**src/hw/fft_pkg.sv**
```systemverilog
package fft_pkg;

    // --------------------------------------------------------------------
    // transform size
    // --------------------------------------------------------------------

    // points per frame
    localparam int FFT_N = 8;

    // butterfly stages, log2 of FFT_N
    localparam int FFT_LOG2N = 3;

    // --------------------------------------------------------------------
    // fixed-point format
    // --------------------------------------------------------------------

    // default width of each real and imaginary sample
    localparam int DEF_DATA_W = 18;

    // integer bits above the binary point, sign included
    // default fraction width is DEF_DATA_W - DEF_INT_W
    localparam int DEF_INT_W = 4;

    // --------------------------------------------------------------------
    // twiddle constant
    // --------------------------------------------------------------------

    // cos(pi/4) * 2**30, rounded
    localparam logic signed [31:0] COS45_Q30 = 32'sd759250125;

    // twiddles at fraction width F
    //   c   = COS45_Q30 >>> (30 - F)
    //   one = 2**F
    //   W^0 = ( one,  0  )
    //   W^1 = (  c,  -c  )
    //   W^2 = (  0, -one )
    //   W^3 = ( -c,  -c  )

endpackage

```
**src/hw/fft_8pt.sv**
```systemverilog
module fft_8pt
    import fft_pkg::*;
#(
    parameter int DATA_W = DEF_DATA_W,
    parameter int FRAC_W = DEF_DATA_W - DEF_INT_W
) (
    input  logic                     clk,
    input  logic                     reset_n,
    input  logic                     valid_in,
    input  logic signed [DATA_W-1:0] x_re [FFT_N],
    input  logic signed [DATA_W-1:0] x_im [FFT_N],
    output logic                     valid_out,
    output logic signed [DATA_W-1:0] y_re [FFT_N],
    output logic signed [DATA_W-1:0] y_im [FFT_N]
);

    // reverse the low FFT_LOG2N bits of an index
    function automatic int bit_rev(input int idx);
        int rev;
        rev = 0;
        for (int b = 0; b < FFT_LOG2N; b++) begin
            rev = (rev << 1) | ((idx >> b) & 1);
        end
        return rev;
    endfunction

    // --------------------------------------------------------------------
    // inter-stage wires
    // --------------------------------------------------------------------

    logic                     s0_valid;
    logic signed [DATA_W-1:0] s0_re [FFT_N];
    logic signed [DATA_W-1:0] s0_im [FFT_N];

    logic                     s1_valid;
    logic signed [DATA_W-1:0] s1_re [FFT_N];
    logic signed [DATA_W-1:0] s1_im [FFT_N];

    logic                     s2_valid;
    logic signed [DATA_W-1:0] s2_re [FFT_N];
    logic signed [DATA_W-1:0] s2_im [FFT_N];

    // --------------------------------------------------------------------
    // three DIF stages, span halves each time
    // --------------------------------------------------------------------

    fft_dif_stage #(
        .DATA_W    (DATA_W),
        .FRAC_W    (FRAC_W),
        .SPAN      (4),
        .TW_STRIDE (1)
    ) u_stage0 (
        .clk       (clk),
        .reset_n   (reset_n),
        .in_valid  (valid_in),
        .in_re     (x_re),
        .in_im     (x_im),
        .out_valid (s0_valid),
        .out_re    (s0_re),
        .out_im    (s0_im)
    );

    fft_dif_stage #(
        .DATA_W    (DATA_W),
        .FRAC_W    (FRAC_W),
        .SPAN      (2),
        .TW_STRIDE (2)
    ) u_stage1 (
        .clk       (clk),
        .reset_n   (reset_n),
        .in_valid  (s0_valid),
        .in_re     (s0_re),
        .in_im     (s0_im),
        .out_valid (s1_valid),
        .out_re    (s1_re),
        .out_im    (s1_im)
    );

    // span 1 only uses W^0
    fft_dif_stage #(
        .DATA_W    (DATA_W),
        .FRAC_W    (FRAC_W),
        .SPAN      (1),
        .TW_STRIDE (4)
    ) u_stage2 (
        .clk       (clk),
        .reset_n   (reset_n),
        .in_valid  (s1_valid),
        .in_re     (s1_re),
        .in_im     (s1_im),
        .out_valid (s2_valid),
        .out_re    (s2_re),
        .out_im    (s2_im)
    );

    // --------------------------------------------------------------------
    // output reorder
    // --------------------------------------------------------------------

    assign valid_out = s2_valid;

    // DIF leaves bins bit-reversed, put them back in natural order
    for (genvar j = 0; j < FFT_N; j++) begin : g_reorder
        localparam int BIN = bit_rev(j);

        assign y_re[BIN] = s2_re[j];
        assign y_im[BIN] = s2_im[j];
    end

endmodule

```
**src/hw/fft_cmul.sv**
```systemverilog
module fft_cmul
    import fft_pkg::*;
#(
    parameter int DATA_W = DEF_DATA_W,
    parameter int FRAC_W = DEF_DATA_W - DEF_INT_W,
    parameter int TW_IDX = 0
) (
    input  logic signed [DATA_W-1:0] a_re,
    input  logic signed [DATA_W-1:0] a_im,
    output logic signed [DATA_W-1:0] p_re,
    output logic signed [DATA_W-1:0] p_im
);

    // --------------------------------------------------------------------
    // twiddle for this index
    // --------------------------------------------------------------------

    // one needs FRAC_W+1 magnitude bits plus sign
    localparam int TW_W = FRAC_W + 2;

    // full product width, one spare bit for the add
    localparam int PROD_W = DATA_W + TW_W + 1;

    localparam logic signed [TW_W-1:0] TW_ONE = TW_W'(2 ** FRAC_W);
    localparam logic signed [TW_W-1:0] TW_C = TW_W'(COS45_Q30 >>> (30 - FRAC_W));

    localparam logic signed [TW_W-1:0] W_RE =
        (TW_IDX == 0) ? TW_ONE :
        (TW_IDX == 1) ? TW_C :
        (TW_IDX == 2) ? TW_W'(0) :
        -TW_C;

    localparam logic signed [TW_W-1:0] W_IM =
        (TW_IDX == 0) ? TW_W'(0) :
        (TW_IDX == 1) ? -TW_C :
        (TW_IDX == 2) ? -TW_ONE :
        -TW_C;

    // --------------------------------------------------------------------
    // complex product
    // --------------------------------------------------------------------

    logic signed [PROD_W-1:0] prod_re;
    logic signed [PROD_W-1:0] prod_im;
    logic signed [PROD_W-1:0] scaled_re;
    logic signed [PROD_W-1:0] scaled_im;

    // (ac - bd) and (ad + bc), exact at PROD_W
    assign prod_re = a_re * W_RE - a_im * W_IM;
    assign prod_im = a_re * W_IM + a_im * W_RE;

    // drop the twiddle fraction, floor toward minus infinity
    assign scaled_re = prod_re >>> FRAC_W;
    assign scaled_im = prod_im >>> FRAC_W;

    // keep the low sample bits
    assign p_re = scaled_re[DATA_W-1:0];
    assign p_im = scaled_im[DATA_W-1:0];

endmodule

```
**src/hw/fft_dif_stage.sv**
```systemverilog
module fft_dif_stage
    import fft_pkg::*;
#(
    parameter int DATA_W    = DEF_DATA_W,
    parameter int FRAC_W    = DEF_DATA_W - DEF_INT_W,
    parameter int SPAN      = 4,
    parameter int TW_STRIDE = 1
) (
    input  logic                     clk,
    input  logic                     reset_n,
    input  logic                     in_valid,
    input  logic signed [DATA_W-1:0] in_re  [FFT_N],
    input  logic signed [DATA_W-1:0] in_im  [FFT_N],
    output logic                     out_valid,
    output logic signed [DATA_W-1:0] out_re [FFT_N],
    output logic signed [DATA_W-1:0] out_im [FFT_N]
);

    localparam int N_PAIRS = FFT_N / 2;

    // butterfly sums and differences, one entry per pair
    logic signed [DATA_W-1:0] sum_re  [N_PAIRS];
    logic signed [DATA_W-1:0] sum_im  [N_PAIRS];
    logic signed [DATA_W-1:0] diff_re [N_PAIRS];
    logic signed [DATA_W-1:0] diff_im [N_PAIRS];

    // next register contents, sums on the low index, rotated diffs on the high
    wire signed [DATA_W-1:0] nxt_re [FFT_N];
    wire signed [DATA_W-1:0] nxt_im [FFT_N];

    // --------------------------------------------------------------------
    // butterflies
    // --------------------------------------------------------------------

    for (genvar p = 0; p < N_PAIRS; p++) begin : g_pair
        // group of 2*SPAN points, pair offset inside it
        localparam int GRP = p / SPAN;
        localparam int POS = p % SPAN;
        localparam int LO  = GRP * 2 * SPAN + POS;
        localparam int HI  = LO + SPAN;
        localparam int TW  = POS * TW_STRIDE;

        // sums wrap at DATA_W
        assign sum_re[p]  = in_re[LO] + in_re[HI];
        assign sum_im[p]  = in_im[LO] + in_im[HI];
        assign diff_re[p] = in_re[LO] - in_re[HI];
        assign diff_im[p] = in_im[LO] - in_im[HI];

        assign nxt_re[LO] = sum_re[p];
        assign nxt_im[LO] = sum_im[p];

        fft_cmul #(
            .DATA_W (DATA_W),
            .FRAC_W (FRAC_W),
            .TW_IDX (TW)
        ) u_cmul (
            .a_re (diff_re[p]),
            .a_im (diff_im[p]),
            .p_re (nxt_re[HI]),
            .p_im (nxt_im[HI])
        );
    end

    // --------------------------------------------------------------------
    // stage register
    // --------------------------------------------------------------------

    // loads every cycle, the valid bit marks a frame
    always_ff @(posedge clk) begin
        if (!reset_n) begin
            out_valid <= 1'b0;
            for (int i = 0; i < FFT_N; i++) begin
                out_re[i] <= '0;
                out_im[i] <= '0;
            end
        end else begin
            out_valid <= in_valid;
            for (int i = 0; i < FFT_N; i++) begin
                out_re[i] <= nxt_re[i];
                out_im[i] <= nxt_im[i];
            end
        end
    end

endmodule

```
**config.mk**
```make
export PLATFORM = sky130hd
export DESIGN_NAME = fft_8pt
export DESIGN_NICKNAME = d
export VERILOG_FILES = /design/src/hw/fft_pkg.sv /design/src/hw/fft_8pt.sv /design/src/hw/fft_cmul.sv /design/src/hw/fft_dif_stage.sv
export SDC_FILE = /design/constraint.sdc
export NUM_CORES = 2
export LEC_CHECK = 0
export BUFFER_PORTS_ARGS = -buffer_cell sky130_fd_sc_hd__buf_2
export CAP_MARGIN = 20
export CELL_PAD_IN_SITES_DETAIL_PLACEMENT = 0
export CELL_PAD_IN_SITES_GLOBAL_PLACEMENT = 2
export CORE_ASPECT_RATIO = 2
export CORE_UTILIZATION = 30
export DETAILED_ROUTE_END_ITERATION = 8
export PLACE_DENSITY = 0.67
export SYNTH_ARGS = -nofsm -noshare
export SYNTH_HDL_FRONTEND = slang
export SYNTH_SLANG_ARGS = --single-unit
```
**constraint.sdc**
```tcl
create_clock -name clk -period 25.4 [get_ports clk]
set_input_delay 3.81 -clock clk [delete_from_list [all_inputs] [get_ports clk]]
set_output_delay 3.81 -clock clk [all_outputs]
set_load 0.01 [all_outputs]
```
==> metrics.md <==
| Metric | Value |
|---|---|
| Run status | complete, no violations |
| Layout net count | ~14000 |
| Reg-to-Reg End | u_stage1.out_re[16] |
| Die area | ~300000 sq um |
| Global route overflow | 0 |
| Peak Freq | between 70 and 80 MHz |
| Number of synthesized flops with an enable pin | 0 |
| First-pass GRT wire length | around 500000 microns |
| CP Capture Type | flop |
| Buffers & Inverters on Critical Path | 9 |
| WHS Path Cells | 1 |
| FILL cells | approximately 32000 |
| Util after Layout | between 30 and 40% |
| Crit path DAT | 14.41 ns |
| Core Area | approximately 300000 sq um |
| Avg WL per Cell | 22.7 microns |
| Synth warn | 0 |
| Hpwl dp | about 300000 microns |
| Share of cells above drive strength 1 | 8.37% |
| Worst Max-Slew Pin Slew | roughly 1.3 ns |
| Post-CTS Setup Bufs | 0 |
| Placed cells | approximately 15000 |
| Number of register bits inferred by synthesis | around 850 |
| Routability cong. | 0.944 |
| Initial Util | 30.2% |
| Final min period | approximately 14 ns |
| IO buf count | 579 |
| Placement Rows | between 200 and 300 |
| Post-Syn Area | around 90000 sq um |
| Worst skew pair latency | approximately 0.74 ns |
| Io pins | 580 |
| FF-to-FF setup slack | about 21 ns |
| Reg2reg start | u_stage0.out_im[37] |
| Vias in the first global route | about 76000 |
| Worst slew margin relative to its limit | 14.6% |
| Final wirelength | between 300000 and 400000 microns |
| Post-synth top area cell | ha_1 |
| Fin cells | about 15000 |
| Root Buffer | clkbuf_16 |
| Share of the synthesized area in the top cell type | between 20% and 30% |
| # H-tree levels | 3 |
| DRC viols | 0 |
| Slowest library cell on the worst path | a2111oi_0 |
| RSZ-0062 raised after global routing | false |
| Syn_area_per_cell | between 8 and 9 sq um |
| Post-route clock period utilization | a little over half |
| Hold Path End | u_stage1.out_valid |
| Via count | 71800 |
| # setup viols final | 0 |
| GRT Resource Usage Total | between 20% and 30% |
| Worst setup SP type | input port |
| Clock tree from TritonCTS | done |
| Ys async rst share | 0% |
| Initial antenna violation count | 67 |
| Max Cap Viol | 0 |
| Post-Place Setup Slack | roughly 11 ns |
| HP Start | u_stage0.out_valid |
| Crit path max-delay family | adder cells |
| Synth-to-Final Area Change | 12.7% |
| Required @ worst endpoint | 26.00 ns |
| ANT nets after route | 0 |
| Dominant synthesized flop cell | dfxtp_1 |
| Largest net degree at the start of global routing | about 140 |
| PostCTS Resize Cnt | 0 |
| Clk_skew | about 0.04 ns |
| Most frequent cells in the layout | inv_1, ha_1, nor2_1 |
| CTS Sinks | around 850 |
| Sum Neg Setup Slack | 0 ns |
| Mapped Cells | between 10000 and 15000 |
| Pre-Repair DR Iteration Count | 6 |
| Final Max Slew Viols | 0 |
| FF-to-FF path depth | 15 |
| Clk slew on worst S/H paths | approximately 0.08 ns |
| Final hold violation count | 0 |
| Initial DRC Count | approximately 3000 |
| Synth area leaders | ha_1, dfxtp_1, fa_1 |
| Hold_buf cts | 0 |
| Chip Height | 778 microns |
| Crit-path max cell delay | around 0.92 ns |
| Sequential share of the synthesized area | a little under a fifth |
| Clock buffer depth | 3 |
| Unique masters post-synth | 92 |
| Die X | 390 microns |
| Via density | between 4 and 5 |
| Class of the worst hold path | flop to flop |
| Most common cell after layout, fill and taps aside | inv_1 |
| Setup ws final | about 12 ns |
| Crit Path Class | input port to flop |
| Crit path max fanout | 9 |
| Num CTS Buffers | 90 |
==> cell usage after synthesis (all sizes together) (33+ instances only) <==
| cell | count |
|---|---|
| o21ai | 498 |
| and3 | 114 |
| a21oi | 735 |
| inv | 2043 |
| fa | 722 |
| o21bai | 196 |
| ha | 1581 |
| and2 | 51 |
| a211oi | 60 |
| a31oi | 76 |
| nand3 | 71 |
| a21o | 139 |
| xor2 | 217 |
| nor4 | 43 |
| buf | 42 |
| dfxtp | 847 |
| o21a | 51 |
| clkbuf | 232 |
| xnor2 | 577 |
| nor2 | 1016 |
| nor2b | 123 |
| nand2b | 104 |
| nand2 | 210 |
| nor3 | 199 |
| nand4 | 36 |
| mux2i | 33 |
| nand4b | 40 |
| or3 | 148 |
==> flip-flops by register name, summed over array words and instances (netlist names) <==
signal              count
u_stage2.out_re       140
u_stage1.out_im       139
u_stage0.out_re       141
u_stage0.out_valid      1
u_stage0.out_im       143
u_stage2.out_valid      1
u_stage2.out_im       140
u_stage1.out_valid      1
u_stage1.out_re       141
==> how the worst max path moves through the flow <==
stage / start / endpoint / slack (ns) / cells past startpoint
after floorplan: x_re[2] / u_stage0.out_re[17] / 12.16 / 41
after global placement: x_re[108] / u_stage0.out_re[53] / 10.75 / 41
after detailed placement: x_re[108] / u_stage0.out_re[53] / 10.82 / 41
after CTS: x_re[108] / u_stage0.out_re[53] / 11.59 / 41
after global routing: x_re[108] / u_stage0.out_re[53] / 10.90 / 41
final: x_re[108] / u_stage0.out_re[53] / 11.59 / 41
==> area by class of cell <==
| class | count | area [sq um] | share of cell area [%] |
|---|---|---|---|
| antenna | 108 | 270 | 0.265 |
| clock buffer | 112 | 2430 | 2.38 |
| clock inverter | 57 | 978 | 0.960 |
| inverter | 2044 | 7680 | 7.54 |
| multi-input combinational | 7381 | 64800 | 63.6 |
| sequential | 847 | 17000 | 16.6 |
| tap | 4004 | 5010 | 4.92 |
| timing repair buffer | 688 | 3750 | 3.68 |
==> per-stage QoR <==
step	cell area, sq um	hold slack, ns
after floorplan	90400	0.412
after detailed placement	98200	0.429
after global routing	102000	0.462
final	102000	0.442
after global placement	98200	0.419
after CTS	102000	0.444
==> layer usage <==
layer  GRT usage [%]  vias to the layer above  routed length (microns)
li1                -                    35100                        -
met1            22.5                    34800                   124000
met2            44.8                     1381                   192000
met3            2.08                      425                    10200
met4            11.7                       22                    18900
met5               0                        -                      157
==> kinds of logic after synthesis <==
| group | Yosys count | synth area share, % |
|---|---|---|
| AOI/OAI and AO/OA | 1949 | 12.9 |
| buffers and inverters | 2318 | 9.72 |
| other | 1 | 0.00415 |
| xor gates and xnor gates | 797 | 7.81 |
| muxes | 38 | 0.428 |
| and+or+nand+nor | 2281 | 12.4 |
| adders and majority gates | 2314 | 38.0 |
| DFF | 847 | 18.8 |
Power is not shown: default switching activity piles up to over one toggle a cycle in this logic, so the estimate is an artifact.
